===== config.mk =====
export PLATFORM = sky130hd
export DESIGN_NAME = id_ex_reg
export DESIGN_NICKNAME = d
export VERILOG_FILES = /design/src/design/rv_core_pkg.sv /design/src/design/id_ex_reg.sv
export SDC_FILE = /design/constraint.sdc
export NUM_CORES = 1
export LEC_CHECK = 0
export BUFFER_PORTS_ARGS = -buffer_cell sky130_fd_sc_hd__buf_2
export CAP_MARGIN = 40
export CORE_ASPECT_RATIO = 0.8
export CORE_MARGIN = 10
export CORE_UTILIZATION = 25
export CTS_CLUSTER_DIAMETER = 200
export CTS_CLUSTER_SIZE = 24
export DETAILED_ROUTE_END_ITERATION = 10
export SLEW_MARGIN = 20
export SYNTH_ARGS = -nofsm -noshare
export SYNTH_HDL_FRONTEND = slang
export SYNTH_SLANG_ARGS = --single-unit

===== constraint.sdc =====
create_clock -name clk_i -period 1 [get_ports clk_i]
set_clock_uncertainty 0.2 [all_clocks]
set_input_delay 0.05 -clock clk_i [delete_from_list [all_inputs] [get_ports clk_i]]
set_output_delay 0.05 -clock clk_i [all_outputs]
set_load 0.03 [all_outputs]

===== src/design/rv_core_pkg.sv =====
package rv_core_pkg;

    localparam int XLEN       = 64;
    localparam int REG_ADDR_W = 5;

    localparam logic [6:0] OP        = 7'b0110011;
    localparam logic [6:0] OP_IMM    = 7'b0010011;
    localparam logic [6:0] OP_32     = 7'b0111011;
    localparam logic [6:0] OP_IMM_32 = 7'b0011011;
    localparam logic [6:0] LUI       = 7'b0110111;
    localparam logic [6:0] AUIPC     = 7'b0010111;
    localparam logic [6:0] JAL       = 7'b1101111;
    localparam logic [6:0] JALR      = 7'b1100111;
    localparam logic [6:0] BRANCH    = 7'b1100011;

    typedef enum logic [4:0] {
        ALU_ADD    = 5'd0,
        ALU_SUB    = 5'd1,
        ALU_SLL    = 5'd2,
        ALU_SLT    = 5'd3,
        ALU_SLTU   = 5'd4,
        ALU_XOR    = 5'd5,
        ALU_SRL    = 5'd6,
        ALU_SRA    = 5'd7,
        ALU_OR     = 5'd8,
        ALU_AND    = 5'd9,
        ALU_PASS_B = 5'd10, // lui
        ALU_ADDW   = 5'd11,
        ALU_SUBW   = 5'd12,
        ALU_SLLW   = 5'd13,
        ALU_SRLW   = 5'd14,
        ALU_SRAW   = 5'd15
    } alu_op_e;

    typedef enum logic [1:0] {
        OPA_RS1  = 2'd0,
        OPA_PC   = 2'd1,
        OPA_ZERO = 2'd2
    } opa_sel_e;

    typedef enum logic [1:0] {
        OPB_RS2  = 2'd0,
        OPB_IMM  = 2'd1,
        OPB_FOUR = 2'd2
    } opb_sel_e;

    typedef enum logic [2:0] {
        BR_NONE = 3'd0, // must stay zero, flush relies on it
        BR_EQ   = 3'd1,
        BR_NE   = 3'd2,
        BR_LT   = 3'd3,
        BR_GE   = 3'd4,
        BR_LTU  = 3'd5,
        BR_GEU  = 3'd6
    } br_cond_e;

    typedef struct packed {
        logic [6:0] funct7;
        logic [4:0] rs2;
        logic [4:0] rs1;
        logic [2:0] funct3;
        logic [4:0] rd;
        logic [6:0] opcode;
    } instr_r_t;

    typedef struct packed {
        logic [11:0] imm_11_0;
        logic [4:0]  rs1;
        logic [2:0]  funct3;
        logic [4:0]  rd;
        logic [6:0]  opcode;
    } instr_i_t;

    typedef struct packed {
        logic [6:0] imm_11_5;
        logic [4:0] rs2;
        logic [4:0] rs1;
        logic [2:0] funct3;
        logic [4:0] imm_4_0;
        logic [6:0] opcode;
    } instr_s_t;

    typedef struct packed {
        logic       imm_12;
        logic [5:0] imm_10_5;
        logic [4:0] rs2;
        logic [4:0] rs1;
        logic [2:0] funct3;
        logic [3:0] imm_4_1;
        logic       imm_11;
        logic [6:0] opcode;
    } instr_b_t;

    typedef struct packed {
        logic [19:0] imm_31_12;
        logic [4:0]  rd;
        logic [6:0]  opcode;
    } instr_u_t;

    typedef struct packed {
        logic       imm_20;
        logic [9:0] imm_10_1;
        logic       imm_11;
        logic [7:0] imm_19_12;
        logic [4:0] rd;
        logic [6:0] opcode;
    } instr_j_t;

    typedef union packed {
        instr_r_t r;
        instr_i_t i;
        instr_s_t s;
        instr_b_t b;
        instr_u_t u;
        instr_j_t j;
    } instr_u;

    typedef struct packed {
        logic                  valid;
        alu_op_e               alu_op;
        opa_sel_e              opa_sel;
        opb_sel_e              opb_sel;
        br_cond_e              br_cond;
        logic                  jal;
        logic                  jalr;
        logic                  write_rd;
        logic [REG_ADDR_W-1:0] rs1addr;
        logic [REG_ADDR_W-1:0] rs2addr;
        logic [REG_ADDR_W-1:0] rwaddr;
        logic [XLEN-1:0]       imm;
        logic [XLEN-1:0]       pc;
    } id_ctrl_t;

    typedef struct packed {
        id_ctrl_t        ctrl;
        logic [XLEN-1:0] rs1_data;
        logic [XLEN-1:0] rs2_data;
    } id_ex_t;

    typedef struct packed {
        logic                  valid;
        logic [REG_ADDR_W-1:0] rd;
        logic [XLEN-1:0]       data;
    } wb_t;

    typedef struct packed {
        logic            valid;
        logic [XLEN-1:0] target;
    } redirect_t;

endpackage


===== src/design/id_ex_reg.sv =====
module id_ex_reg import rv_core_pkg::*; (
    input  logic   clk_i,
    input  logic   rst_n_i,
    input  logic   flush_i,
    input  logic   bubble_i,
    input  id_ex_t d_i,
    output id_ex_t q_o
);

    always_ff @(posedge clk_i or negedge rst_n_i) begin
        if (!rst_n_i) begin
            q_o <= '0; // no-op
        end else if (flush_i) begin
            q_o <= '0; // squash the wrong-path instr
        end else if (!bubble_i) begin
            q_o <= d_i;
        end
    end

    // redirect is suppressed while stalled
    a_no_flush_in_stall: assert property (@(posedge clk_i) disable iff (!rst_n_i)
        !(flush_i && bubble_i));

endmodule


==> metrics.txt <==
final hold slack -159 ps; wire per inst 19.7 um; final period utilization 1.38; Hold Path Class input pin to flop; vias per std cell 4.34; average cell area after synthesis 12.6 um2; full die area 0.0558 mm2; Syn Nets 1,216; Clock H-tree levels 1; TritonCTS Buffers 15; I/O Buffers 577; initial antenna violation count 7; yosys warns 0; Multi-input gate area 0.00404 mm2; first-pass GRT wire length 72,600 um; max_slew headroom 0.827; most frequent cells in the layout 338 x buf_6, 288 x dlygate4sd3_1, 287 x buf_2; all-layer global routing usage 0.164; Final setup viols 384; number of global-route vias before repair 12,512; core footprint 0.0459 mm2; Buf/Inv on CP 1; share of cells above drive strength 1 0.440; Worst-Skew Late Latency 510 ps; # rows 70; peak supply drop 1120 uV; Core Util, Final 0.480; max reg flops 287; Clock Path Buffers 3; TritonRoute pass-1 iters 5; Fin Setup TNS -98,130 ps; Die X 262 um; DRC viols 0; Final min period 1380 ps; WS Path Type flop to primary output; RSZ-0062 raised after global routing yes; io pins 578; Least-Margin Pin Slew 260 ps; register area 0.00724 mm2; Placed Cells 2,135; number of filler cells placed in the layout 3,852; Overflow after GRT 0; worst-path fanout max 2; die height 213 um; Worst-path clk slew 100 ps; area grow syn2layout 88.7%; critical path arrival 1130 ps; RePlAce Congestion 0.841; fmax 0.725 GHz; CTS Sinks 287; failing checks hold timing, setup timing; most common cell after layout, fill and taps aside buf_6; hold_buf cts 289; worst setup margin -380 ps; final hold violations 65; kind of cell adding the most delay to the critical path flip-flops; Leakage 11.4 nW; sequential fraction of the synthesis area 0.615; worst path required time 750 ps; synth unique cells 9; delay of the slowest cell on the worst path 450 ps; #FFs+latches synth 287; clk root buf clkbuf_16; dpl hpwl 32,800 um; CP startpoint kind flop; antenna viol nets, final 0; Mapped Area 0.0117 mm2; Critical Path, Cell by Cell buf_6; Slew Limit Fails 0; slowest stage cell, crit path dfrtp_1; Initial DRC Count 605; Reg with most FFs q_o; PwrDens 1220 mW/mm2; max_cap viols 0; Mapped Cells 925; vias 11,100; Largest regs q_o (287); Place WS -177 ps; outcome finished with violations; largest net degree at the start of global routing 71; Setup crit end kind primary output; Layout Cells excl Fill 2,555; TritonCTS clock tree yes; final wirelength 50,300 um; nets@finish 2,225; Initial Util 0.254
[cell usage after synthesis, drive strengths merged]
master  number  area share
mux2i      287        0.25
buf         57       0.044
clkbuf       7      0.0023
nor2       287       0.092
dfrtp      287        0.62
[power breakdown]
| group | internal (mW) | switching [mW] | leakage (nW) |
|---|---|---|---|
| Clock | 2.77 | 3.83 | 0.190 |
| Sequential | 12.3 | 0.583 | 3.74 |
| Combinational | 3.77 | 3.60 | 7.45 |
| Total | 18.8 | 8.01 | 11.4 |
[logic make-up after synthesis]
logic type	after synthesis	share of synthesized area
muxes	287	0.246
and+or+nand+nor	287	0.0923
DFF	287	0.615
buffers and inverters	64	0.0464
[metal layers]
| metal | track usage | wire length, um |
|---|---|---|
| met1 | 0.174 | 17900 |
| met3 | 0.0448 | 3170 |
| met4 | 0.0702 | 2110 |
| met2 | 0.300 | 27100 |
| met5 | 0 | 0 |
[path summary, 6_finish.rpt]
path                            depth (start not counted)        to  startpoint  slack (ps)
min in group asynchronous                               3  q_o[105]     rst_n_i        -110
max in group asynchronous                               4  q_o[259]     rst_n_i         240
worst max-delay path                                    1  q_o[119]    q_o[119]        -380
worst max register to register                          4   q_o[45]     q_o[45]        -140
worst min register to register                          2   q_o[88]     q_o[88]         350
worst min-delay path                                    4  q_o[226]    bubble_i        -160
[stage by stage]
stage	hold slack [ps]	power [mW]	cell area, um2
after detailed placement	-195	17.9	15800
after floorplan	-446	15.7	11800
final	-159	26.8	22000
after global placement	-192	17.8	15800
after CTS	-202	26.7	21300
after global routing	-143	28.0	22000
[what timing repair did]
item / CTS / global route
pin swaps: 0 / 46
buffers inserted: 61 / 59
gates cloned: 0 / 2
hold endpoints to repair: 574 / 64
resized for setup: 574 / 79
endpoints found under the setup margin: 287 / 488
[layout make-up]
type,instances,area share
multi-input cells,574,0.184
diodes,7,0.000795
repair buffers,1056,0.434
well taps,612,0.0348
clock buffers,19,0.0177
flip-flops and latches,287,0.329
[worst register-to-register path: stages, from the launching register on]
cell and delay, ps:
dfrtp_1 420, buf_6 120, buf_6 100, mux2i_1 130, nor2_1 60
Power figures use the tool's default switching activity.
