===== config.mk =====
export PLATFORM = sky130hd
export DESIGN_NAME = operand_fwd
export DESIGN_NICKNAME = d
export VERILOG_FILES = /design/src/design/rv_core_pkg.sv /design/src/design/operand_fwd.sv
export SDC_FILE = /design/constraint.sdc
export NUM_CORES = 1
export LEC_CHECK = 0
export BUFFER_PORTS_ARGS = -buffer_cell sky130_fd_sc_hd__buf_4
export CORE_AREA = 2 2 157 159
export DETAILED_ROUTE_END_ITERATION = 12
export DIE_AREA = 0 0 159 161
export PLACE_DENSITY_LB_ADDON = 0.2
export SYNTH_ARGS = -nofsm -noshare
export SYNTH_HDL_FRONTEND = slang
export SYNTH_SLANG_ARGS = --single-unit
export TNS_END_PERCENT = 50

===== constraint.sdc =====
create_clock -name vclk -period 1.9
set_clock_uncertainty 0.1 [all_clocks]
set_input_delay 0.095 -clock vclk [all_inputs]
set_output_delay 0.095 -clock vclk [all_outputs]
set_load 0.01 [all_outputs]

===== src/design/rv_core_pkg.sv =====
package rv_core_pkg;

    localparam int XLEN       = 64;
    localparam int REG_ADDR_W = 5;

    localparam logic [6:0] OP        = 7'b0110011;
    localparam logic [6:0] OP_IMM    = 7'b0010011;
    localparam logic [6:0] OP_32     = 7'b0111011;
    localparam logic [6:0] OP_IMM_32 = 7'b0011011;
    localparam logic [6:0] LUI       = 7'b0110111;
    localparam logic [6:0] AUIPC     = 7'b0010111;
    localparam logic [6:0] JAL       = 7'b1101111;
    localparam logic [6:0] JALR      = 7'b1100111;
    localparam logic [6:0] BRANCH    = 7'b1100011;

    typedef enum logic [4:0] {
        ALU_ADD    = 5'd0,
        ALU_SUB    = 5'd1,
        ALU_SLL    = 5'd2,
        ALU_SLT    = 5'd3,
        ALU_SLTU   = 5'd4,
        ALU_XOR    = 5'd5,
        ALU_SRL    = 5'd6,
        ALU_SRA    = 5'd7,
        ALU_OR     = 5'd8,
        ALU_AND    = 5'd9,
        ALU_PASS_B = 5'd10, // lui
        ALU_ADDW   = 5'd11,
        ALU_SUBW   = 5'd12,
        ALU_SLLW   = 5'd13,
        ALU_SRLW   = 5'd14,
        ALU_SRAW   = 5'd15
    } alu_op_e;

    typedef enum logic [1:0] {
        OPA_RS1  = 2'd0,
        OPA_PC   = 2'd1,
        OPA_ZERO = 2'd2
    } opa_sel_e;

    typedef enum logic [1:0] {
        OPB_RS2  = 2'd0,
        OPB_IMM  = 2'd1,
        OPB_FOUR = 2'd2
    } opb_sel_e;

    typedef enum logic [2:0] {
        BR_NONE = 3'd0, // must stay zero, flush relies on it
        BR_EQ   = 3'd1,
        BR_NE   = 3'd2,
        BR_LT   = 3'd3,
        BR_GE   = 3'd4,
        BR_LTU  = 3'd5,
        BR_GEU  = 3'd6
    } br_cond_e;

    typedef struct packed {
        logic [6:0] funct7;
        logic [4:0] rs2;
        logic [4:0] rs1;
        logic [2:0] funct3;
        logic [4:0] rd;
        logic [6:0] opcode;
    } instr_r_t;

    typedef struct packed {
        logic [11:0] imm_11_0;
        logic [4:0]  rs1;
        logic [2:0]  funct3;
        logic [4:0]  rd;
        logic [6:0]  opcode;
    } instr_i_t;

    typedef struct packed {
        logic [6:0] imm_11_5;
        logic [4:0] rs2;
        logic [4:0] rs1;
        logic [2:0] funct3;
        logic [4:0] imm_4_0;
        logic [6:0] opcode;
    } instr_s_t;

    typedef struct packed {
        logic       imm_12;
        logic [5:0] imm_10_5;
        logic [4:0] rs2;
        logic [4:0] rs1;
        logic [2:0] funct3;
        logic [3:0] imm_4_1;
        logic       imm_11;
        logic [6:0] opcode;
    } instr_b_t;

    typedef struct packed {
        logic [19:0] imm_31_12;
        logic [4:0]  rd;
        logic [6:0]  opcode;
    } instr_u_t;

    typedef struct packed {
        logic       imm_20;
        logic [9:0] imm_10_1;
        logic       imm_11;
        logic [7:0] imm_19_12;
        logic [4:0] rd;
        logic [6:0] opcode;
    } instr_j_t;

    typedef union packed {
        instr_r_t r;
        instr_i_t i;
        instr_s_t s;
        instr_b_t b;
        instr_u_t u;
        instr_j_t j;
    } instr_u;

    typedef struct packed {
        logic                  valid;
        alu_op_e               alu_op;
        opa_sel_e              opa_sel;
        opb_sel_e              opb_sel;
        br_cond_e              br_cond;
        logic                  jal;
        logic                  jalr;
        logic                  write_rd;
        logic [REG_ADDR_W-1:0] rs1addr;
        logic [REG_ADDR_W-1:0] rs2addr;
        logic [REG_ADDR_W-1:0] rwaddr;
        logic [XLEN-1:0]       imm;
        logic [XLEN-1:0]       pc;
    } id_ctrl_t;

    typedef struct packed {
        id_ctrl_t        ctrl;
        logic [XLEN-1:0] rs1_data;
        logic [XLEN-1:0] rs2_data;
    } id_ex_t;

    typedef struct packed {
        logic                  valid;
        logic [REG_ADDR_W-1:0] rd;
        logic [XLEN-1:0]       data;
    } wb_t;

    typedef struct packed {
        logic            valid;
        logic [XLEN-1:0] target;
    } redirect_t;

endpackage


===== src/design/operand_fwd.sv =====
module operand_fwd import rv_core_pkg::*; (
    input  logic [REG_ADDR_W-1:0] rs1addr_i,
    input  logic [REG_ADDR_W-1:0] rs2addr_i,
    input  logic [XLEN-1:0]       rf_rs1_i,
    input  logic [XLEN-1:0]       rf_rs2_i,
    input  logic [REG_ADDR_W-1:0] ex_rd_i,
    input  logic                  ex_write_i,
    input  logic [XLEN-1:0]       ex_result_i,
    input  wb_t                   wb_i,
    output logic [XLEN-1:0]       rs1_data_o,
    output logic [XLEN-1:0]       rs2_data_o
);

    // newest producer wins: EX, then WB, then the file
    function automatic logic [XLEN-1:0] pick(
        input logic [REG_ADDR_W-1:0] addr,
        input logic [XLEN-1:0]       rf_data
    );
        if (addr == '0) begin
            pick = '0;
        end else if (ex_write_i && ex_rd_i == addr) begin
            pick = ex_result_i;
        end else if (wb_i.valid && wb_i.rd == addr) begin
            pick = wb_i.data;
        end else begin
            pick = rf_data;
        end
    endfunction

    assign rs1_data_o = pick(rs1addr_i, rf_rs1_i);
    assign rs2_data_o = pick(rs2addr_i, rf_rs2_i);

endmodule


==> metrics <==
outcome=finished with violations; failing checks=setup timing; WS Path Type=in -> out; Seq pwr share=0%; post-DR vias/cell=approximately 5.8; Avg WL per Cell=about 25 um; dpl cell area=around 8400 um2; gr usage total=about a quarter; Util after Layout=39.49%; gpl congestion=slightly above 0.9; most frequent cells in the layout=buf_4, nor3_1, a311oi_2; actual slew at the worst max-slew pin=0.3997 ns; gr ovfl total=0; largest net degree at the start of global routing=65; port buffer count=slightly above 400; Max Slew Vio Count=0; commonest non-fill, non-tap cell in the layout=buf_4; internal power=roughly 1.2 mW; Antenna Nets Post-Route=0; Max Fclk=515.4 MHz; Sw Ratio=around half; placed cell count=between 1k and 1.5k; Worst EP arrival=around 1.8 ns; logic gate share of total power=between 90% and 100%; Iteration-0 DRC Markers=around 700; # setup viols final=19; post-synthesis sequential area ratio=0%; sequential cell count=0; Pwr per Cell Area=256.1 nW/um2; row count=between 50 and 60; Clock power frac=0%; post-route minimum period=about 1.9 ns; Crit. End Element=primary output; P_sw=1.205 mW; Final Worst Setup Slack=-0.04020 ns; Mapped Nets=just under 1k; leakage=between 3 and 4 nW; average size of a mapped cell=6.059 um2; # fillers=~2.6k; die width=roughly 160 um; clock buffers=0; fin crit share=102.1%; core outline area=approximately 24000 um2; initial antenna violation count=1; Critical Path Start Type=primary input; vias in the first global route=8156; mapped cell area=about 4200 um2; Syn Inst Count=699; Peak VDD IR=0.1082 mV; DR vias=8275; die area=approximately 26000 um2; share of post-route cells with drive strength above 1=~59%; I/O Pins=406; register area=0 um2; Yosys warnings=0; setup tns final=-0.3583 ns; Non-Filler Instances=~1.4k; Routed Wire Length=35230 um; Max-slew headroom=around 73%; Area Overhead vs Synth=123.4%; hold crit path type=in -> out; Initial Util=17.67%; drt pass-1 iters=5; final total power=2.424 mW; Die Ht=around 160 um; Crit Path Max Fanout=9; Nets=around 1.4k; RSZ-0062 raised after global routing=yes; Hold Worst Slack=0.4735 ns; first-pass GRT wire length=~48000 um; Final Hold Fails=0; max cap viols=0; DP Worst Slack=-0.1322 ns; DRC viols=0; final instance area=between 9000 and 10000 um2; synth unique cells=19; hpwl dp=between 20000 and 25000 um; Req. time, crit path=approximately 1.7 ns
==> cells in the mapped netlist, drive strengths merged <==
library cell,count,area [um2]
and4,2,17.52
nor2,2,7.510
or3,68,425.4
a311oi,128,1246
o21ai,128,640.6
xnor2,20,175.2
clkbuf,100,375.4
nand4,64,412.9
nor3,128,640.6
buf,15,106.4
or2,2,12.51
nand2,38,142.6
or4,2,15.01
xor2,2,17.52
==> path summary, 6_finish.rpt <==
check	cells past startpoint	slack, ns	start	to
max	9	-0.04	rs1addr_i[3]	rs1_data_o[3]
min	4	0.47	rf_rs2_i[41]	rs2_data_o[41]
==> kinds of logic after synthesis <==
family	count (synthesis)	share of synthesized area, %
buffers and inverters	115	11.37
AND/OR/NAND/NOR	306	39.53
AO/OA/AOI/OAI	256	44.55
XOR/XNOR	22	4.550
==> power by group through the flow <==
stage	registers (mW)	clock network, mW	logic [mW]
2_1_floorplan	0	0	0.795
4_1_cts	0	0	2.20
6_report	0	0.0000000705	2.42
5_1_grt	0	0	2.54
3_5_place_dp	0	0	2.15
3_3_place_gp	0	0	2.16
==> area by class of cell <==
cell class	count	area, um2	area share [%]
multi-input combinational	585	4476	47.30
timing repair buffer	520	4579	48.39
tap	324	405.4	4.284
antenna	1	2.502	0.02644
==> worst max-delay path, cell delays in order <==
cell and delay, ns:
buf_8 0.10, xnor2_2 0.15, buf_4 0.15, nand4_4 0.11
buf_12 0.18, clkbuf_16 0.18, or3_1 0.38, a311oi_2 0.23
buf_4 0.17
==> metal layers <==
| metal | vias up | GRT usage [%] | part of all wire (%) |
|---|---|---|---|
| met2 | 543 | 39.82 | 47 |
| met5 | - | 0 | 0 |
| met4 | 0 | 9.628 | 4.6 |
| li1 | 3670 | - | - |
| met3 | 104 | 4.571 | 8.1 |
| met1 | 3958 | 28.96 | 40 |
==> timing repair <==
action	CTS	global route
endpoints found under the setup margin	109	104
hold endpoints to repair	0	0
pin swaps	1	46
hold buffers	0	0
gates resized for setup	31	112
buffers inserted	0	7
gates cloned	0	12
(Power assumes the default switching activity.)
