<file path="config.mk">
export PLATFORM = sky130hd
export DESIGN_NAME = reg_file
export DESIGN_NICKNAME = d
export VERILOG_FILES = /design/src/design/rv_core_pkg.sv /design/src/design/reg_file.sv
export SDC_FILE = /design/constraint.sdc
export NUM_CORES = 2
export LEC_CHECK = 0
export BUFFER_PORTS_ARGS = -buffer_cell sky130_fd_sc_hd__buf_4
export CAP_MARGIN = 30
export CORE_MARGIN = 1.5
export CORE_UTILIZATION = 30
export CTS_CLUSTER_DIAMETER = 50
export DETAILED_ROUTE_END_ITERATION = 8
export PLACE_DENSITY = 0.47
export SYNTH_ARGS = -nofsm -noshare
export SYNTH_HDL_FRONTEND = slang
export SYNTH_SLANG_ARGS = --single-unit
</file>
<file path="constraint.sdc">
create_clock -name clk_i -period 6.1 [get_ports clk_i]
set_input_delay 0.915 -clock clk_i [delete_from_list [all_inputs] [get_ports clk_i]]
set_output_delay 0.915 -clock clk_i [all_outputs]
set_load 0.02 [all_outputs]
</file>
<file path="src/design/rv_core_pkg.sv">
package rv_core_pkg;

    localparam int XLEN       = 64;
    localparam int REG_ADDR_W = 5;

    localparam logic [6:0] OP        = 7'b0110011;
    localparam logic [6:0] OP_IMM    = 7'b0010011;
    localparam logic [6:0] OP_32     = 7'b0111011;
    localparam logic [6:0] OP_IMM_32 = 7'b0011011;
    localparam logic [6:0] LUI       = 7'b0110111;
    localparam logic [6:0] AUIPC     = 7'b0010111;
    localparam logic [6:0] JAL       = 7'b1101111;
    localparam logic [6:0] JALR      = 7'b1100111;
    localparam logic [6:0] BRANCH    = 7'b1100011;

    typedef enum logic [4:0] {
        ALU_ADD    = 5'd0,
        ALU_SUB    = 5'd1,
        ALU_SLL    = 5'd2,
        ALU_SLT    = 5'd3,
        ALU_SLTU   = 5'd4,
        ALU_XOR    = 5'd5,
        ALU_SRL    = 5'd6,
        ALU_SRA    = 5'd7,
        ALU_OR     = 5'd8,
        ALU_AND    = 5'd9,
        ALU_PASS_B = 5'd10, // lui
        ALU_ADDW   = 5'd11,
        ALU_SUBW   = 5'd12,
        ALU_SLLW   = 5'd13,
        ALU_SRLW   = 5'd14,
        ALU_SRAW   = 5'd15
    } alu_op_e;

    typedef enum logic [1:0] {
        OPA_RS1  = 2'd0,
        OPA_PC   = 2'd1,
        OPA_ZERO = 2'd2
    } opa_sel_e;

    typedef enum logic [1:0] {
        OPB_RS2  = 2'd0,
        OPB_IMM  = 2'd1,
        OPB_FOUR = 2'd2
    } opb_sel_e;

    typedef enum logic [2:0] {
        BR_NONE = 3'd0, // must stay zero, flush relies on it
        BR_EQ   = 3'd1,
        BR_NE   = 3'd2,
        BR_LT   = 3'd3,
        BR_GE   = 3'd4,
        BR_LTU  = 3'd5,
        BR_GEU  = 3'd6
    } br_cond_e;

    typedef struct packed {
        logic [6:0] funct7;
        logic [4:0] rs2;
        logic [4:0] rs1;
        logic [2:0] funct3;
        logic [4:0] rd;
        logic [6:0] opcode;
    } instr_r_t;

    typedef struct packed {
        logic [11:0] imm_11_0;
        logic [4:0]  rs1;
        logic [2:0]  funct3;
        logic [4:0]  rd;
        logic [6:0]  opcode;
    } instr_i_t;

    typedef struct packed {
        logic [6:0] imm_11_5;
        logic [4:0] rs2;
        logic [4:0] rs1;
        logic [2:0] funct3;
        logic [4:0] imm_4_0;
        logic [6:0] opcode;
    } instr_s_t;

    typedef struct packed {
        logic       imm_12;
        logic [5:0] imm_10_5;
        logic [4:0] rs2;
        logic [4:0] rs1;
        logic [2:0] funct3;
        logic [3:0] imm_4_1;
        logic       imm_11;
        logic [6:0] opcode;
    } instr_b_t;

    typedef struct packed {
        logic [19:0] imm_31_12;
        logic [4:0]  rd;
        logic [6:0]  opcode;
    } instr_u_t;

    typedef struct packed {
        logic       imm_20;
        logic [9:0] imm_10_1;
        logic       imm_11;
        logic [7:0] imm_19_12;
        logic [4:0] rd;
        logic [6:0] opcode;
    } instr_j_t;

    typedef union packed {
        instr_r_t r;
        instr_i_t i;
        instr_s_t s;
        instr_b_t b;
        instr_u_t u;
        instr_j_t j;
    } instr_u;

    typedef struct packed {
        logic                  valid;
        alu_op_e               alu_op;
        opa_sel_e              opa_sel;
        opb_sel_e              opb_sel;
        br_cond_e              br_cond;
        logic                  jal;
        logic                  jalr;
        logic                  write_rd;
        logic [REG_ADDR_W-1:0] rs1addr;
        logic [REG_ADDR_W-1:0] rs2addr;
        logic [REG_ADDR_W-1:0] rwaddr;
        logic [XLEN-1:0]       imm;
        logic [XLEN-1:0]       pc;
    } id_ctrl_t;

    typedef struct packed {
        id_ctrl_t        ctrl;
        logic [XLEN-1:0] rs1_data;
        logic [XLEN-1:0] rs2_data;
    } id_ex_t;

    typedef struct packed {
        logic                  valid;
        logic [REG_ADDR_W-1:0] rd;
        logic [XLEN-1:0]       data;
    } wb_t;

    typedef struct packed {
        logic            valid;
        logic [XLEN-1:0] target;
    } redirect_t;

endpackage

</file>
<file path="src/design/reg_file.sv">
module reg_file import rv_core_pkg::*; (
    input  logic                  clk_i,
    input  logic                  rst_n_i,
    input  logic [REG_ADDR_W-1:0] rs1addr_i,
    input  logic [REG_ADDR_W-1:0] rs2addr_i,
    input  wb_t                   wb_i,
    output logic [XLEN-1:0]       rs1_data_o,
    output logic [XLEN-1:0]       rs2_data_o
);

    logic [XLEN-1:0] regs [2**REG_ADDR_W];
    logic            wr_en;

    assign wr_en = wb_i.valid && (wb_i.rd != '0);

    always_ff @(posedge clk_i or negedge rst_n_i) begin
        if (!rst_n_i) begin
            for (int k = 0; k < 2**REG_ADDR_W; k++) begin
                regs[k] <= '0;
            end
        end else if (wr_en) begin
            regs[wb_i.rd] <= wb_i.data;
        end
    end

    // write-through so a same-cycle write is seen by ID
    function automatic logic [XLEN-1:0] read_port(input logic [REG_ADDR_W-1:0] addr);
        if (wr_en && wb_i.rd == addr) begin
            read_port = wb_i.data;
        end else begin
            read_port = regs[addr];
        end
    endfunction

    assign rs1_data_o = read_port(rs1addr_i);
    assign rs2_data_o = read_port(rs2addr_i);

endmodule

</file>
==> results.py <==
metrics = {
    "synthesis": {
        "yosys_register_bits": 2048,
        "synth_cells": 7307,
        "synthDistinctLibCells": 58,
        "syn_avg_cell_area_um2": 14.9,
        "async_flop_share_pct": 100,
        "synth_fp_nets": 7389,
        "ys.flop_type": "dfrtp_1",
        "seq_area_frac_synth_pct": 47.1,
        "synth_edf_count": 0,
        "yosys_warnings": 0,
        "syn_area_um2": 109000,
    },
    "detailed_routing": {
        "drc_errors": 0,
        "vias": 70900,
        "ant_nets": 0,
        "drtIter0Drc": 6073,
        "first_pass_iters": 5,
        "wl_um": 427000,
        "vias_per_cell": 5.82,
        "routedWlPerCell_um": 35.1,
    },
    "grt": {
        "grt_max_degree": 169,
        "grt_overflow": 0,
        "grt_pass1_vias": 73800,
        "antenna_found_initial": 22,
        "grt_first_pass_wirelength_um": 602000,
        "grt_usage_pct": 23.0,
    },
    "timing": {
        "hold_viol": 0,
        "whs_ns": 0.000376,
        "fmax_mhz": 192,
        "max_slew.worst_pin.slew_ns": 1.20,
        "setup_viol": 0,
        "clock_skew_ns": 0,
        "timing.final.crit_period_ns": 5.21,
        "drv_slew": 0,
        "slew_headroom_pct": 19.6,
        "setup_tns_ns": 0,
        "rsz0062_at_grt": "no",
        "fin_crit_sh_pct": 85.5,
    },
    "clocking": {
        "cts_buffers": 269,
        "cts_max_path_buffers": 4,
        "h-tree-depth": 5,
        "postCtsResizedCells": 0,
        "clk_latency_ns": 0.86,
        "root_buffer": "clkbuf_16",
        "clock_sinks": 2048,
        "cts.clk_slew.worst_paths_ns": 0.05,
        "cts_tree": "yes",
        "cts_setup_buffers": 0,
        "holdBufCountCts": 0,
    },
    "power_and_ir_drop": {
        "vdd_ir_drop_max_v": 0.000243,
        "combPwrFrac_pct": 20.9,
        "power_frac_seq_pct": 41.8,
        "intPower_mw": 30.9,
        "p_total_mw": 43.4,
        "p_leak_nw": 52.9,
        "switchingPower_mw": 12.4,
        "power.density_nw_per_um2": 347,
        "clkPwrFrac_pct": 37.3,
        "switching_share_pct": 28.7,
    },
    "critical_path": {
        "cp-start-kind": "input port",
        "cp.arrival_ns": 4.30,
        "crit_type": "input port to primary output",
        "cp_max_fo": 49,
        "end_kind": "primary output",
        "required_ns": 5.18,
        "reg2reg_slack_ns": 5.27,
    },
    "outcome": {
        "status": "complete, no violations",
    },
    "floorplan": {
        "rows": 221,
        "pin_count": 210,
        "fp.dieW_um": 605,
        "die_height_um": 605,
        "dieArea_um2": 367000,
        "core-area_um2": 362000,
        "start_util_pct": 30.1,
    },
    "finish": {
        "top_regs": "regs (2048)",
        "layout.nets": 7278,
        "largest_register": "regs",
        "area_delta_synth_final_pct": 14.8,
        "fillers": 34600,
        "final_common_cell": "dfrtp_1",
        "final_layout_size_suffix_gt1_share_pct": 52.7,
        "final_cell_area_um2": 125000,
        "largest_reg_flops": 2048,
        "final_cell_mix": "2048 x dfrtp_1, 1954 x mux2_2, 966 x mux4_2, 394 x buf_4, 319 x a22oi_1",
    },
    "placement": {
        "dpl.hpwl_um": 253000,
        "gp_congestion": 0.806,
        "io_buffer_count": 209,
        "placed_cell_area_um2": 116000,
    },
    "run": {
        "maxCapViolCount": 0,
    },
    "min_path": {
        "hp-class": "input port to async pin",
    },
}
## kinds of logic after synthesis
group / after synthesis / synth area share, %
flip-flops: 2048 / 47.1
AO/OA/AOI/OAI: 836 / 5.13
multiplexers: 3169 / 42.5
XOR/XNOR: 10 / 0.0804
buffers and inverters: 876 / 3.70
AND/OR/NAND/NOR: 368 / 1.48
## stage by stage
step / worst slack (ns) / utilization (%) / std cells
2_1_floorplan: 2.38 / - / 7307
3_3_place_gp: 0.801 / 32.0 / 11700
3_5_place_dp: 0.913 / 32.1 / 11700
4_1_cts: 0.894 / 34.5 / 12200
5_1_grt: 0.862 / 34.5 / 12200
6_report: 0.888 / 34.5 / 12200
## final cells by class
| class | instances | area, um2 | share of cell area (%) |
|---|---|---|---|
| inverter | 4 | 25.0 | 0.0200 |
| clock buffer | 362 | 7750 | 6.21 |
| timing repair buffer | 490 | 4850 | 3.88 |
| clock inverter | 95 | 1120 | 0.894 |
| tap | 4794 | 6000 | 4.80 |
| antenna | 8 | 20.0 | 0.0160 |
| sequential | 2048 | 51200 | 41.0 |
| multi-input combinational | 4383 | 53900 | 43.2 |
## routing by layer
layer / global-route usage, % / wire [um] / part of all wire, %
met5: 0 / 188 / 0.044
met4: 8.40 / 16900 / 4.0
met3: 4.31 / 25200 / 5.9
met2: 38.1 / 206000 / 48
met1: 30.1 / 179000 / 42
## power by group through the flow
stage	clock, mW	combinational, mW	sequential, mW
finish	16.2	9.07	18.1
global route	17.0	9.58	18.4
CTS	16.5	9.11	18.0
detailed placement	0	9.08	18.3
global placement	0	8.93	18.1
floorplan	0	6.35	17.5
## Yosys cell counts, types with 34 or more instances
library cell | instances | share of area (%)
dfrtp_1 | 2048 | 47
mux2_2 | 1954 | 20
mux4_2 | 966 | 20
clkbuf_1 | 492 | 1.7
a22oi_1 | 319 | 2.2
a21oi_1 | 289 | 1.3
buf_2 | 262 | 1.2
mux2i_1 | 199 | 1.8
nand2_1 | 172 | 0.59
nor2_1 | 105 | 0.36
buf_4 | 57 | 0.39
o21ai_0 | 53 | 0.24
mux2_1 | 50 | 0.52
buf_1 | 34 | 0.12
## worst max-delay path: stages
cell and delay [ns]:
buf_8 0.39, buf_12 0.43, buf_4 0.43, mux4_2 0.56
a22oi_1 0.19, a21oi_1 0.09, a21oi_1 0.49, buf_4 0.24
a21oi_1 0.08, buf_4 0.20
## worst paths after layout
check,from,endpoint,cells after the start
max in group asynchronous,rst_n_i,regs[590],3
min in group clk_i,regs[1988],regs[1988],0
max,rs1addr_i[0],rs1_data_o[25],10
min reg2reg,regs[1988],regs[1988],0
min,rst_n_i,regs[1441],1
max reg2reg,regs[1236],regs[1236],1
No activity file was read; power rests on OpenSTA's default activity.
