==> config.mk <==
export PLATFORM = sky130hd
export DESIGN_NAME = id_decode
export DESIGN_NICKNAME = d
export VERILOG_FILES = /design/src/design/rv_core_pkg.sv /design/src/design/id_decode.sv
export SDC_FILE = /design/constraint.sdc
export NUM_CORES = 1
export LEC_CHECK = 0
export ABC_AREA = 0
export BUFFER_PORTS_ARGS = -buffer_cell sky130_fd_sc_hd__buf_2
export CAP_MARGIN = 20
export CORE_AREA = 5 5 97 99
export DETAILED_ROUTE_END_ITERATION = 10
export DIE_AREA = 0 0 102 104
export GPL_ROUTABILITY_DRIVEN = 0
export REMOVE_ABC_BUFFERS = 1
export SYNTH_ARGS = -nofsm -noshare
export SYNTH_HDL_FRONTEND = slang
export SYNTH_SLANG_ARGS = --single-unit
==> constraint.sdc <==
create_clock -name vclk -period 4.75
set_input_delay 0.95 -clock vclk [all_inputs]
set_output_delay 0.95 -clock vclk [all_outputs]
set_load 0.01 [all_outputs]
==> src/design/rv_core_pkg.sv <==
package rv_core_pkg;

    localparam int XLEN       = 64;
    localparam int REG_ADDR_W = 5;

    localparam logic [6:0] OP        = 7'b0110011;
    localparam logic [6:0] OP_IMM    = 7'b0010011;
    localparam logic [6:0] OP_32     = 7'b0111011;
    localparam logic [6:0] OP_IMM_32 = 7'b0011011;
    localparam logic [6:0] LUI       = 7'b0110111;
    localparam logic [6:0] AUIPC     = 7'b0010111;
    localparam logic [6:0] JAL       = 7'b1101111;
    localparam logic [6:0] JALR      = 7'b1100111;
    localparam logic [6:0] BRANCH    = 7'b1100011;

    typedef enum logic [4:0] {
        ALU_ADD    = 5'd0,
        ALU_SUB    = 5'd1,
        ALU_SLL    = 5'd2,
        ALU_SLT    = 5'd3,
        ALU_SLTU   = 5'd4,
        ALU_XOR    = 5'd5,
        ALU_SRL    = 5'd6,
        ALU_SRA    = 5'd7,
        ALU_OR     = 5'd8,
        ALU_AND    = 5'd9,
        ALU_PASS_B = 5'd10, // lui
        ALU_ADDW   = 5'd11,
        ALU_SUBW   = 5'd12,
        ALU_SLLW   = 5'd13,
        ALU_SRLW   = 5'd14,
        ALU_SRAW   = 5'd15
    } alu_op_e;

    typedef enum logic [1:0] {
        OPA_RS1  = 2'd0,
        OPA_PC   = 2'd1,
        OPA_ZERO = 2'd2
    } opa_sel_e;

    typedef enum logic [1:0] {
        OPB_RS2  = 2'd0,
        OPB_IMM  = 2'd1,
        OPB_FOUR = 2'd2
    } opb_sel_e;

    typedef enum logic [2:0] {
        BR_NONE = 3'd0, // must stay zero, flush relies on it
        BR_EQ   = 3'd1,
        BR_NE   = 3'd2,
        BR_LT   = 3'd3,
        BR_GE   = 3'd4,
        BR_LTU  = 3'd5,
        BR_GEU  = 3'd6
    } br_cond_e;

    typedef struct packed {
        logic [6:0] funct7;
        logic [4:0] rs2;
        logic [4:0] rs1;
        logic [2:0] funct3;
        logic [4:0] rd;
        logic [6:0] opcode;
    } instr_r_t;

    typedef struct packed {
        logic [11:0] imm_11_0;
        logic [4:0]  rs1;
        logic [2:0]  funct3;
        logic [4:0]  rd;
        logic [6:0]  opcode;
    } instr_i_t;

    typedef struct packed {
        logic [6:0] imm_11_5;
        logic [4:0] rs2;
        logic [4:0] rs1;
        logic [2:0] funct3;
        logic [4:0] imm_4_0;
        logic [6:0] opcode;
    } instr_s_t;

    typedef struct packed {
        logic       imm_12;
        logic [5:0] imm_10_5;
        logic [4:0] rs2;
        logic [4:0] rs1;
        logic [2:0] funct3;
        logic [3:0] imm_4_1;
        logic       imm_11;
        logic [6:0] opcode;
    } instr_b_t;

    typedef struct packed {
        logic [19:0] imm_31_12;
        logic [4:0]  rd;
        logic [6:0]  opcode;
    } instr_u_t;

    typedef struct packed {
        logic       imm_20;
        logic [9:0] imm_10_1;
        logic       imm_11;
        logic [7:0] imm_19_12;
        logic [4:0] rd;
        logic [6:0] opcode;
    } instr_j_t;

    typedef union packed {
        instr_r_t r;
        instr_i_t i;
        instr_s_t s;
        instr_b_t b;
        instr_u_t u;
        instr_j_t j;
    } instr_u;

    typedef struct packed {
        logic                  valid;
        alu_op_e               alu_op;
        opa_sel_e              opa_sel;
        opb_sel_e              opb_sel;
        br_cond_e              br_cond;
        logic                  jal;
        logic                  jalr;
        logic                  write_rd;
        logic [REG_ADDR_W-1:0] rs1addr;
        logic [REG_ADDR_W-1:0] rs2addr;
        logic [REG_ADDR_W-1:0] rwaddr;
        logic [XLEN-1:0]       imm;
        logic [XLEN-1:0]       pc;
    } id_ctrl_t;

    typedef struct packed {
        id_ctrl_t        ctrl;
        logic [XLEN-1:0] rs1_data;
        logic [XLEN-1:0] rs2_data;
    } id_ex_t;

    typedef struct packed {
        logic                  valid;
        logic [REG_ADDR_W-1:0] rd;
        logic [XLEN-1:0]       data;
    } wb_t;

    typedef struct packed {
        logic            valid;
        logic [XLEN-1:0] target;
    } redirect_t;

endpackage

==> src/design/id_decode.sv <==
module id_decode import rv_core_pkg::*; (
    input  instr_u          instr_i,
    input  logic [XLEN-1:0] pc_i,
    input  logic            valid_i,
    output id_ctrl_t        ctrl_o
);

    logic [XLEN-1:0] imm_i;
    logic [XLEN-1:0] imm_u;
    logic [XLEN-1:0] imm_b;
    logic [XLEN-1:0] imm_j;
    logic [2:0]      f3;
    logic            alt; // instr bit 30
    logic            known;

    assign f3  = instr_i.r.funct3;
    assign alt = instr_i.r.funct7[5];

    assign imm_i = {{(XLEN-12){instr_i.i.imm_11_0[11]}}, instr_i.i.imm_11_0};
    assign imm_u = {{(XLEN-32){instr_i.u.imm_31_12[19]}}, instr_i.u.imm_31_12, 12'b0};
    assign imm_b = {{(XLEN-13){instr_i.b.imm_12}}, instr_i.b.imm_12, instr_i.b.imm_11,
                    instr_i.b.imm_10_5, instr_i.b.imm_4_1, 1'b0};
    assign imm_j = {{(XLEN-21){instr_i.j.imm_20}}, instr_i.j.imm_20, instr_i.j.imm_19_12,
                    instr_i.j.imm_11, instr_i.j.imm_10_1, 1'b0};

    // shared by OP and OP_IMM, sub only exists for the register form
    function automatic alu_op_e base_op(input logic [2:0] fn, input logic a, input logic is_reg);
        case (fn)
            3'b000:  base_op = (a && is_reg) ? ALU_SUB : ALU_ADD;
            3'b001:  base_op = ALU_SLL;
            3'b010:  base_op = ALU_SLT;
            3'b011:  base_op = ALU_SLTU;
            3'b100:  base_op = ALU_XOR;
            3'b101:  base_op = a ? ALU_SRA : ALU_SRL;
            3'b110:  base_op = ALU_OR;
            default: base_op = ALU_AND;
        endcase
    endfunction

    always_comb begin
        ctrl_o         = '0;
        known          = 1'b1;
        ctrl_o.pc      = pc_i;
        ctrl_o.rs1addr = instr_i.r.rs1;
        ctrl_o.rs2addr = instr_i.s.rs2;
        ctrl_o.rwaddr  = instr_i.r.rd;
        ctrl_o.alu_op  = ALU_ADD;
        ctrl_o.opa_sel = OPA_RS1;
        ctrl_o.opb_sel = OPB_RS2;
        ctrl_o.br_cond = BR_NONE;
        case (instr_i.r.opcode)
            OP, OP_IMM: begin
                ctrl_o.alu_op   = base_op(f3, alt, instr_i.r.opcode == OP);
                ctrl_o.opb_sel  = (instr_i.r.opcode == OP) ? OPB_RS2 : OPB_IMM;
                ctrl_o.imm      = imm_i;
                ctrl_o.write_rd = 1'b1;
            end
            OP_32, OP_IMM_32: begin
                case (f3)
                    3'b000: begin
                        ctrl_o.alu_op = (alt && instr_i.r.opcode == OP_32) ? ALU_SUBW : ALU_ADDW;
                    end
                    3'b001:  ctrl_o.alu_op = ALU_SLLW;
                    3'b101:  ctrl_o.alu_op = alt ? ALU_SRAW : ALU_SRLW;
                    default: known = 1'b0;
                endcase
                ctrl_o.opb_sel  = (instr_i.r.opcode == OP_32) ? OPB_RS2 : OPB_IMM;
                ctrl_o.imm      = imm_i;
                ctrl_o.write_rd = 1'b1;
            end
            LUI: begin
                ctrl_o.alu_op   = ALU_PASS_B;
                ctrl_o.opa_sel  = OPA_ZERO;
                ctrl_o.opb_sel  = OPB_IMM;
                ctrl_o.imm      = imm_u;
                ctrl_o.write_rd = 1'b1;
            end
            AUIPC: begin
                ctrl_o.opa_sel  = OPA_PC;
                ctrl_o.opb_sel  = OPB_IMM;
                ctrl_o.imm      = imm_u;
                ctrl_o.write_rd = 1'b1;
            end
            JAL, JALR: begin
                ctrl_o.jal      = (instr_i.r.opcode == JAL);
                ctrl_o.jalr     = (instr_i.r.opcode == JALR);
                ctrl_o.opa_sel  = OPA_PC; // link value pc+4
                ctrl_o.opb_sel  = OPB_FOUR;
                ctrl_o.imm      = (instr_i.r.opcode == JAL) ? imm_j : imm_i;
                ctrl_o.write_rd = 1'b1;
            end
            BRANCH: begin
                ctrl_o.imm = imm_b;
                case (f3)
                    3'b000:  ctrl_o.br_cond = BR_EQ;
                    3'b001:  ctrl_o.br_cond = BR_NE;
                    3'b100:  ctrl_o.br_cond = BR_LT;
                    3'b101:  ctrl_o.br_cond = BR_GE;
                    3'b110:  ctrl_o.br_cond = BR_LTU;
                    3'b111:  ctrl_o.br_cond = BR_GEU;
                    default: known = 1'b0;
                endcase
            end
            default: known = 1'b0;
        endcase
        ctrl_o.valid    = valid_i & known;
        ctrl_o.write_rd = ctrl_o.write_rd & ctrl_o.valid & (ctrl_o.rwaddr != '0);
    end

endmodule

==> flow_summary.ini <==
[status]
status = completed

[sta]
maxSlewViolCount = 0
rsz0062_at_grt = false
max_slew_margin = 0.368
report.final.hold_viol_count = 0
fin_crit_sh = 0.828
max_freq_mhz = 254
setup_ws_ns = 0.818
min_period_ns = 3.93
finalSetupViolCount = 0
whs_ns = 1.90
worstMarginPinSlew_ns = 0.948

[final_layout]
drive_gt1_frac = 0.622
regArea_um2 = 0
final_area_mm2 = 0.00152
syn_to_final_growth_pct = -5.75
antenna_cells = 0
nFillCells = 962
num-nets-final = 340
n_clock_buffer = 0
seq_cell_count = 0

[run]
cap_violations = 0

[global_routing]
grt_pass1_wl_mm = 13.8
grt_util_all_layers = 0.190
grt_max_degree = 34
grt_remaining_overflow = 0
grt_pass1_vias = 1567
antenna_found_initial = 0

[route]
viasPerCell = 4.50
num_vias = 1572
drcViolationCount = 0
avgRoutedWirePerCell_um = 31.4
drt-initial-drc-count = 127
ant_nets = 0
wl_mm = 10.9
drt_pass1_iterations = 4

[yosys]
synth_area_per_cell_um2 = 6.98
synth_seq_area_share = 0
synth.distinct_cells = 40
netlist_area_mm2 = 0.00161
syn_inst = 231
yosys_warnings = 0

[min_path]
hold_path_startpoint = pc_i[12]
whs_endpoint = ctrl_o[12]
holdPathStages = 0
hold_path_class = input port to primary output

[cts]
postCtsResizedCells = 0
hold_buffers = 0
post_cts_buffers = 0

[die]
die_w_um = 102
initial_utilization = 0.190
ios = 256
rows = 34
coreArea_mm2 = 0.00847
die-area_mm2 = 0.0106
die_y_um = 104

[placement]
hpwlAfterDp_mm = 10.1
dp_slack_ns = 0.766
place_area_mm2 = 0.00152
port_buffers = 127

[power_and_ir_drop]
p_comb_frac = 1.000
fin_total_pwr_w = 0.0000909
powerDensity_mw_per_mm2 = 59.9
clkPwrFrac = 0
power.switching_w = 0.0000551
ir_drop_v = 0.0000148
pwr-share-seq = 0
leakage_nw = 0.986
switching_share = 0.606
internal_power_w = 0.0000358

[worst_setup_path]
critPathCaptureType = primary output
arrival_ns = 2.98
critPathMaxFanout = 33
criticalPathCategory = input port to primary output
critical_path_required_ns = 3.80
start_kind = input port
critical path, stage by stage:
cell and delay [ns]:
buf_2 0.13, or3b_4 0.44, a21oi_4 0.26, nor2_1 0.16
a21oi_2 0.75, buf_2 0.28
final cells by class:
| cell class | instances | area (µm²) | area share |
|---|---|---|---|
| Multi-Input combinational cell | 100 | 688 | 0.453 |
| Timing Repair Buffer | 129 | 651 | 0.428 |
| Tap cell | 108 | 135 | 0.0890 |
| Inverter | 12 | 45.0 | 0.0297 |
worst max-delay path by stage:
stage / start / end / cells past startpoint
floorplan: instr_i[1] / ctrl_o[100] / 4
global placement: instr_i[2] / ctrl_o[99] / 6
detailed placement: instr_i[2] / ctrl_o[118] / 6
CTS: instr_i[2] / ctrl_o[118] / 6
global route: instr_i[2] / ctrl_o[125] / 6
finish: instr_i[2] / ctrl_o[118] / 6
power groups by stage:
| stage | registers [W] | logic [W] | clock network (W) |
|---|---|---|---|
| 6_report | 0 | 0.0000909 | 0 |
| 5_1_grt | 0 | 0.0000999 | 0 |
| 4_1_cts | 0 | 0.0000912 | 0 |
| 3_5_place_dp | 0 | 0.0000908 | 0 |
| 3_3_place_gp | 0 | 0.0000890 | 0 |
| 2_1_floorplan | 0 | 0.0000364 | 0 |
Yosys cell counts (all sizes together):
master   instances  share of area
xnor2            1         0.0054
conb             1         0.0023
nand2            6          0.016
a211oi           1         0.0047
clkbuf           2         0.0047
a31oi            2         0.0078
o22ai            1         0.0039
nor2            12          0.028
nor4             2          0.026
a21oi            9          0.035
a22o             5          0.027
a22oi            2         0.0093
a2111oi          1         0.0054
a221oi           1         0.0054
o211ai           1         0.0047
a21o            13          0.069
a32oi            1         0.0054
and4b            1         0.0062
nor3             9          0.031
nand3b           1         0.0047
or3b             1         0.0070
nor2b            4          0.016
or2              1         0.0054
nand4b           1         0.0054
buf            117           0.54
o21ai           14          0.043
o21a             2          0.014
nand2b           1         0.0039
o41ai            1          0.010
and2             1         0.0039
and2b            4          0.019
inv             12          0.028
layout by cell type, fill, tap and decap left out:
cell type / Yosys / layout
a2111oi_0: 1 / 1
a211oi_1: 1 / 1
a21o_1: 2 / 2
a21o_2: 11 / 11
a21oi_1: 8 / 7
a21oi_2: 0 / 1
a21oi_4: 1 / 1
a221oi_1: 1 / 1
a22o_1: 5 / 5
a22oi_1: 2 / 2
a31oi_1: 2 / 2
a32oi_1: 1 / 1
and2_1: 1 / 1
and2b_1: 4 / 4
and4b_1: 1 / 1
buf_2: 3 / 127
buf_4: 113 / 2
conb_1: 1 / 1
inv_1: 12 / 12
nand2_1: 5 / 5
nand2_2: 1 / 1
nand2b_1: 1 / 1
nand3b_1: 1 / 1
nand4b_1: 1 / 1
nor2_1: 12 / 12
nor2b_1: 4 / 4
nor3_1: 8 / 8
nor3_2: 1 / 1
nor4_4: 2 / 2
o211ai_1: 1 / 1
o21a_1: 1 / 1
o21a_4: 1 / 1
o21ai_0: 12 / 12
o21ai_1: 2 / 2
o22ai_1: 1 / 1
o41ai_2: 1 / 1
or2_4: 1 / 1
or3b_4: 1 / 1
xnor2_1: 1 / 1
metal layers:
layer / up-vias / wire length (µm) / track usage
met5: - / 42 / 0.0308
met4: 2 / 0 / 0
met3: 2 / 3670 / 0.270
met2: 244 / 4830 / 0.309
met1: 644 / 2400 / 0.134
li1: 680 / - / -
per-stage QoR:
stage / cells / utilization / setup TNS (ns)
floorplan: 112 / - / -87.19
global placement: 349 / 0.179 / 0
detailed placement: 349 / 0.179 / 0
CTS: 349 / 0.179 / 0
global route: 349 / 0.179 / 0
finish: 349 / 0.179 / 0
logic make-up (layout without fill, tap and decap cells):
kind of cell | after synthesis | count (layout) | synth area share
compound gates | 54 | 54 | 0.245
xor+xnor | 1 | 1 | 0.00544
buf+inv | 131 | 141 | 0.575
other cells | 1 | 1 | 0.00233
simple gates | 44 | 44 | 0.172
(Power assumes the default switching activity.)
