<file path="src/design/rv_core_pkg.sv">
package rv_core_pkg;

    localparam int XLEN       = 64;
    localparam int REG_ADDR_W = 5;

    localparam logic [6:0] OP        = 7'b0110011;
    localparam logic [6:0] OP_IMM    = 7'b0010011;
    localparam logic [6:0] OP_32     = 7'b0111011;
    localparam logic [6:0] OP_IMM_32 = 7'b0011011;
    localparam logic [6:0] LUI       = 7'b0110111;
    localparam logic [6:0] AUIPC     = 7'b0010111;
    localparam logic [6:0] JAL       = 7'b1101111;
    localparam logic [6:0] JALR      = 7'b1100111;
    localparam logic [6:0] BRANCH    = 7'b1100011;

    typedef enum logic [4:0] {
        ALU_ADD    = 5'd0,
        ALU_SUB    = 5'd1,
        ALU_SLL    = 5'd2,
        ALU_SLT    = 5'd3,
        ALU_SLTU   = 5'd4,
        ALU_XOR    = 5'd5,
        ALU_SRL    = 5'd6,
        ALU_SRA    = 5'd7,
        ALU_OR     = 5'd8,
        ALU_AND    = 5'd9,
        ALU_PASS_B = 5'd10, // lui
        ALU_ADDW   = 5'd11,
        ALU_SUBW   = 5'd12,
        ALU_SLLW   = 5'd13,
        ALU_SRLW   = 5'd14,
        ALU_SRAW   = 5'd15
    } alu_op_e;

    typedef enum logic [1:0] {
        OPA_RS1  = 2'd0,
        OPA_PC   = 2'd1,
        OPA_ZERO = 2'd2
    } opa_sel_e;

    typedef enum logic [1:0] {
        OPB_RS2  = 2'd0,
        OPB_IMM  = 2'd1,
        OPB_FOUR = 2'd2
    } opb_sel_e;

    typedef enum logic [2:0] {
        BR_NONE = 3'd0, // must stay zero, flush relies on it
        BR_EQ   = 3'd1,
        BR_NE   = 3'd2,
        BR_LT   = 3'd3,
        BR_GE   = 3'd4,
        BR_LTU  = 3'd5,
        BR_GEU  = 3'd6
    } br_cond_e;

    typedef struct packed {
        logic [6:0] funct7;
        logic [4:0] rs2;
        logic [4:0] rs1;
        logic [2:0] funct3;
        logic [4:0] rd;
        logic [6:0] opcode;
    } instr_r_t;

    typedef struct packed {
        logic [11:0] imm_11_0;
        logic [4:0]  rs1;
        logic [2:0]  funct3;
        logic [4:0]  rd;
        logic [6:0]  opcode;
    } instr_i_t;

    typedef struct packed {
        logic [6:0] imm_11_5;
        logic [4:0] rs2;
        logic [4:0] rs1;
        logic [2:0] funct3;
        logic [4:0] imm_4_0;
        logic [6:0] opcode;
    } instr_s_t;

    typedef struct packed {
        logic       imm_12;
        logic [5:0] imm_10_5;
        logic [4:0] rs2;
        logic [4:0] rs1;
        logic [2:0] funct3;
        logic [3:0] imm_4_1;
        logic       imm_11;
        logic [6:0] opcode;
    } instr_b_t;

    typedef struct packed {
        logic [19:0] imm_31_12;
        logic [4:0]  rd;
        logic [6:0]  opcode;
    } instr_u_t;

    typedef struct packed {
        logic       imm_20;
        logic [9:0] imm_10_1;
        logic       imm_11;
        logic [7:0] imm_19_12;
        logic [4:0] rd;
        logic [6:0] opcode;
    } instr_j_t;

    typedef union packed {
        instr_r_t r;
        instr_i_t i;
        instr_s_t s;
        instr_b_t b;
        instr_u_t u;
        instr_j_t j;
    } instr_u;

    typedef struct packed {
        logic                  valid;
        alu_op_e               alu_op;
        opa_sel_e              opa_sel;
        opb_sel_e              opb_sel;
        br_cond_e              br_cond;
        logic                  jal;
        logic                  jalr;
        logic                  write_rd;
        logic [REG_ADDR_W-1:0] rs1addr;
        logic [REG_ADDR_W-1:0] rs2addr;
        logic [REG_ADDR_W-1:0] rwaddr;
        logic [XLEN-1:0]       imm;
        logic [XLEN-1:0]       pc;
    } id_ctrl_t;

    typedef struct packed {
        id_ctrl_t        ctrl;
        logic [XLEN-1:0] rs1_data;
        logic [XLEN-1:0] rs2_data;
    } id_ex_t;

    typedef struct packed {
        logic                  valid;
        logic [REG_ADDR_W-1:0] rd;
        logic [XLEN-1:0]       data;
    } wb_t;

    typedef struct packed {
        logic            valid;
        logic [XLEN-1:0] target;
    } redirect_t;

endpackage

</file>
<file path="src/design/ex_stage.sv">
module ex_stage import rv_core_pkg::*; (
    input  logic                  clk_i,
    input  logic                  rst_n_i,
    input  logic                  stall_i,
    input  id_ex_t                idex_i,
    output logic [REG_ADDR_W-1:0] ex_rd_o,
    output logic                  ex_write_o,
    output logic [XLEN-1:0]       ex_result_o,
    output redirect_t             redirect_o,
    output wb_t                   wb_o
);

    id_ctrl_t              ctrl;
    logic [XLEN-1:0]       op_a;
    logic [XLEN-1:0]       op_b;
    logic                  taken;
    logic                  live;
    logic [XLEN-1:0]       jalr_sum;
    logic                  wb_valid_q;
    logic [REG_ADDR_W-1:0] wb_rd_q;
    logic [XLEN-1:0]       wb_data_q;

    assign ctrl = idex_i.ctrl;
    assign live = ctrl.valid & ~stall_i;

    always_comb begin
        case (ctrl.opa_sel)
            OPA_RS1: op_a = idex_i.rs1_data;
            OPA_PC:  op_a = ctrl.pc;
            default: op_a = '0;
        endcase
        case (ctrl.opb_sel)
            OPB_RS2: op_b = idex_i.rs2_data;
            OPB_IMM: op_b = ctrl.imm;
            default: op_b = XLEN'(4);
        endcase
    end

    function automatic logic [XLEN-1:0] sext_w(input logic [31:0] v);
        sext_w = {{(XLEN-32){v[31]}}, v};
    endfunction

    function automatic logic [XLEN-1:0] alu(
        input alu_op_e         op,
        input logic [XLEN-1:0] a,
        input logic [XLEN-1:0] b
    );
        case (op)
            ALU_ADD:    alu = a + b;
            ALU_SUB:    alu = a - b;
            ALU_SLL:    alu = a << b[5:0];
            ALU_SLT:    alu = {{(XLEN-1){1'b0}}, $signed(a) < $signed(b)};
            ALU_SLTU:   alu = {{(XLEN-1){1'b0}}, a < b};
            ALU_XOR:    alu = a ^ b;
            ALU_SRL:    alu = a >> b[5:0];
            ALU_SRA:    alu = $signed(a) >>> b[5:0];
            ALU_OR:     alu = a | b;
            ALU_AND:    alu = a & b;
            ALU_PASS_B: alu = b;
            ALU_ADDW:   alu = sext_w(a[31:0] + b[31:0]);
            ALU_SUBW:   alu = sext_w(a[31:0] - b[31:0]);
            ALU_SLLW:   alu = sext_w(a[31:0] << b[4:0]);
            ALU_SRLW:   alu = sext_w(a[31:0] >> b[4:0]);
            ALU_SRAW:   alu = sext_w($signed(a[31:0]) >>> b[4:0]);
            default:    alu = '0;
        endcase
    endfunction

    assign ex_result_o = alu(ctrl.alu_op, op_a, op_b);
    assign ex_rd_o     = ctrl.rwaddr;
    assign ex_write_o  = ctrl.valid & ctrl.write_rd;

    always_comb begin
        case (ctrl.br_cond)
            BR_EQ:   taken = idex_i.rs1_data == idex_i.rs2_data;
            BR_NE:   taken = idex_i.rs1_data != idex_i.rs2_data;
            BR_LT:   taken = $signed(idex_i.rs1_data) < $signed(idex_i.rs2_data);
            BR_GE:   taken = $signed(idex_i.rs1_data) >= $signed(idex_i.rs2_data);
            BR_LTU:  taken = idex_i.rs1_data < idex_i.rs2_data;
            BR_GEU:  taken = idex_i.rs1_data >= idex_i.rs2_data;
            default: taken = 1'b0;
        endcase
    end

    assign jalr_sum = idex_i.rs1_data + ctrl.imm;

    assign redirect_o.valid  = live & (ctrl.jal | ctrl.jalr | taken);
    assign redirect_o.target = ctrl.jalr ? {jalr_sum[XLEN-1:1], 1'b0} : ctrl.pc + ctrl.imm;

    // valid is a one-shot, rd and data keep the last result across a stall
    always_ff @(posedge clk_i or negedge rst_n_i) begin
        if (!rst_n_i) begin
            wb_valid_q <= 1'b0;
        end else begin
            wb_valid_q <= live & ctrl.write_rd;
        end
    end

    always_ff @(posedge clk_i) begin
        if (!stall_i) begin
            wb_rd_q   <= ctrl.rwaddr;
            wb_data_q <= ex_result_o;
        end
    end

    assign wb_o.valid = wb_valid_q;
    assign wb_o.rd    = wb_rd_q;
    assign wb_o.data  = wb_data_q;

    a_target_align: assert property (@(posedge clk_i) disable iff (!rst_n_i)
        redirect_o.valid |-> redirect_o.target[1:0] == 2'b00);

endmodule

</file>
<file path="config.mk">
export PLATFORM = sky130hd
export DESIGN_NAME = ex_stage
export DESIGN_NICKNAME = d
export VERILOG_FILES = /design/src/design/rv_core_pkg.sv /design/src/design/ex_stage.sv
export SDC_FILE = /design/constraint.sdc
export NUM_CORES = 2
export LEC_CHECK = 0
export BUFFER_PORTS_ARGS = -buffer_cell sky130_fd_sc_hd__buf_4
export CELL_PAD_IN_SITES_DETAIL_PLACEMENT = 0
export CELL_PAD_IN_SITES_GLOBAL_PLACEMENT = 1
export CORE_UTILIZATION = 45
export CTS_CLUSTER_SIZE = 10
export DETAILED_ROUTE_END_ITERATION = 16
export PLACE_DENSITY_LB_ADDON = 0.1
export SLEW_MARGIN = 0
export SYNTH_ARGS = -nofsm -noshare
export SYNTH_HDL_FRONTEND = slang
export SYNTH_SLANG_ARGS = --single-unit
</file>
<file path="constraint.sdc">
create_clock -name clk_i -period 15.65 [get_ports clk_i]
set_input_delay 3.9125 -clock clk_i [delete_from_list [all_inputs] [get_ports clk_i]]
set_output_delay 3.9125 -clock clk_i [all_outputs]
set_load 0.05 [all_outputs]
</file>
==> results.md <==
* Multi-input gate area at 29900 µm²
* Vias in the first global route at 39200
* I/O pin cnt at 495
* Hold Vio Cnt, Final at 0
* Largest net degree at the start of global routing at about 130
* CTS tree: yes
* Crit path time final at 14.23 ns
* Core Rows at 101
* Core area at 75900 µm²
* Fmax at approximately 70 MHz
* Switching Fraction at 0.601
* Hold WC Path Type: in2async
* Post-Syn Area at 34500 µm²
* Max Cap Viol at 0
* Port Buffers at 484
* Effective utilization at floorplan at 0.455
* Register bit count reported by yosys at 70
* Worst setup EP type: output pin
* Worst path arrival time at between 10 and 15 ns
* Longest Clk Path Bufs at 2
* Unrepaired setup endpoints after global routing: no
* Slew Viols, Final at 0
* CTS resizes at 0
* Number of flops mapped to enable cells by yosys at 69
* Synth Flop Type: edfxtp_1
* Root buf cell: clkbuf_16
* Initial drt markers at ~6800
* Register area share after synthesis at 0.0607
* Detail Route Antenna Nets at 0
* Fin nets at roughly 6100
* Dpl hpwl at 151 mm
* Sequential Power Share at 0.095
* Headroom to the max-slew limit at 0.107
* Setup TNS at 0 ns
* Gpl congestion at 1.07
* # fillers at 7858
* Clock transition at path regs at 0.08 ns
* Critical Path Start Type: input pin
* Power Density at 66.6 nW/µm²
* Setup violations, final at 0
* Syn. warnings at 0
* WL/cell at 29.3 µm
* Initial antenna violation count at 21
* Die Y at between 200 and 300 µm
* Num CTS Buffers at 9
* Via count at 43700
* Slew @ Worst Pin at 1.33 ns
* Gate power share at 0.805
* DIE AREA at 77800 µm²
* CP Data Required Time at 11.74 ns
* Mapped Cells at 5158
* Die X at 279 µm
* Clock sink total at 70
* Global-route wire length before repair at 267 mm
* Length of the first detailed-routing pass in iterations at 8
* Register area at 2100 µm²
* Total gr overflow at 0
* Power, Total at 2.61 mW
* Remaining DRCs at 0
* Layout Area Growth over Synthesis at 13.6%
* Static Leak at around 18 nW
* Syn nets at around 5800
* Overall routing resource usage at 0.460
* Crit share post-route at 0.909
* Wirelength, routed at 189 mm
* Vias/cell at 6.77
* Critical setup path kind: in2out
* Post-CTS setup buffers at 0
* # hold bufs at CTS at 0
* Internal power at 1.04 mW
* Net Sw Power at 1.57 mW
* Status: complete, no violations
* Asr flop ratio synth at 0.0143
* Share of post-route cells with drive strength above 1 at 0.141
* Syn avg cell area at 6.69 µm²
* Clk pwr share at 0.100
* Maximum VDD drop at a little over 0.00006 V
* Worst Path Max Fanout at 56
* H-tree Lvls at 3
* Distinct cells, synth at 105
[state kept, by name (all words and copies together) (netlist names)]
register,count
wb_rd_q,5
wb_valid_q,1
wb_data_q,64
[routing by layer]
metal | up-vias | global-route usage | wire (µm)
met5 | - | 0.00250 | 93
met4 | 12 | 0.230 | 11400
met3 | 592 | 0.133 | 25300
met2 | 3135 | 0.661 | 75800
met1 | 20500 | 0.621 | 76500
li1 | 19500 | - | -
[final timing paths]
| check | endpoint | startpoint | slack [ns] |
|---|---|---|---|
| setup / recovery | ex_result_o[60] | idex_i[277] | 1.42 |
| hold / removal | wb_valid_q | rst_n_i | 3.29 |
| min in group clk_i | wb_rd_q[1] | idex_i[257] | 3.72 |
| max in group asynchronous | wb_valid_q | rst_n_i | 12.28 |
[stage by stage]
| step | hold slack [ns] | cells | setup slack [ns] | util | cell area (µm²) |
|---|---|---|---|---|---|
| floorplan | 3.62 | 5158 | 1.92 | - | 34500 |
| global placement | 3.69 | 6410 | 1.68 | 0.511 | 38800 |
| detailed placement | 3.69 | 6410 | 1.60 | 0.511 | 38800 |
| CTS | 3.29 | 6426 | 1.62 | 0.515 | 39100 |
| global route | 3.29 | 6439 | 1.25 | 0.516 | 39200 |
| finish | 3.29 | 6445 | 1.42 | 0.516 | 39200 |
[critical path, cell delays in order]
cell and delay, ns:
buf_4 0.19, buf_4 0.74, mux2i_1 0.19, or2_2 0.39, ha_1 0.58, inv_1 0.23
nand4_1 0.17, a21oi_1 0.07, o41a_1 0.43, o21a_1 0.23, o32a_4 0.42, a211oi_4 0.46
o221ai_1 0.20, a221o_1 0.66, a2111oi_0 0.86, o211ai_1 0.24, buf_4 0.27
[power by group through the flow]
stage                     combinational (mW)  clock (mW)  sequential [mW]
after global placement                  2.01           0            0.251
final                                   2.10       0.262            0.248
after detailed placement                2.01           0            0.252
after global routing                    2.19       0.266            0.250
after CTS                               2.02       0.261            0.248
after floorplan                         1.24           0            0.346
[cell type report]
type / instances / share of cell area
multi-input cells: 4429 / 0.762
clock buffers: 9 / 0.00575
repair buffers: 577 / 0.112
flip-flops and latches: 70 / 0.0535
diodes: 16 / 0.00102
inverters: 307 / 0.0296
well taps: 1030 / 0.0329
clock inverters: 7 / 0.00306
[cell usage after synthesis (38+ instances only)]
cell      number  area [µm²]
a21o_1       143        1070
xor2_1        56         490
o22ai_1       88         551
nor2_1       567        2130
a21oi_1      520        2600
o21ai_0      418        2090
or2_2         56         350
o21a_1        40         300
nand2_1      502        1880
nor2b_1       41         257
nor3_1        95         475
ha_1         386        4830
nand3_1       76         380
clkbuf_1     237         890
a211oi_1      87         653
xnor2_1       91         797
buf_1         49         184
a221oi_1      41         359
buf_2         41         205
mux2_2        39         439
mux2i_1      400        4000
a31oi_1       50         313
nor4_1        38         238
edfxtp_1      69        2070
o211ai_1      54         405
inv_1        297        1110
o21bai_1      81         608
nand4_1       60         375
[cell usage in the layout, fill, tap and decap left out, types with 19 or more instances in the layout]
master       n
buf_4      569
nor2_1     562
a21oi_1    520
nand2_1    501
o21ai_0    418
mux2i_1    400
ha_1       386
inv_1      294
a21o_1     143
nor3_1      95
xnor2_1     91
o22ai_1     88
a211oi_1    87
o21bai_1    81
nand3_1     76
edfxtp_1    69
nand4_1     60
xor2_1      56
or2_2       55
o211ai_1    54
a31oi_1     50
nor2b_1     41
a221oi_1    41
o21a_1      40
mux2_2      39
nor4_1      35
and3_1      34
and2_1      33
o221ai_1    33
nand2b_1    32
o31ai_1     31
or3_1       23
a221o_1     21
a211o_1     20
a22oi_1     19
a2111oi_0   19
[kinds of logic after synthesis]
family                     count (synthesis)  synth area share
DFF                                       70            0.0607
muxes                                    441             0.130
adders and majority gates                390             0.142
AOI/OAI and AO/OA                       1838             0.342
buffers and inverters                    659            0.0763
xor gates and xnor gates                 147            0.0373
and+or+nand+nor                         1613             0.212
No activity file was read; power rests on OpenSTA's default activity.
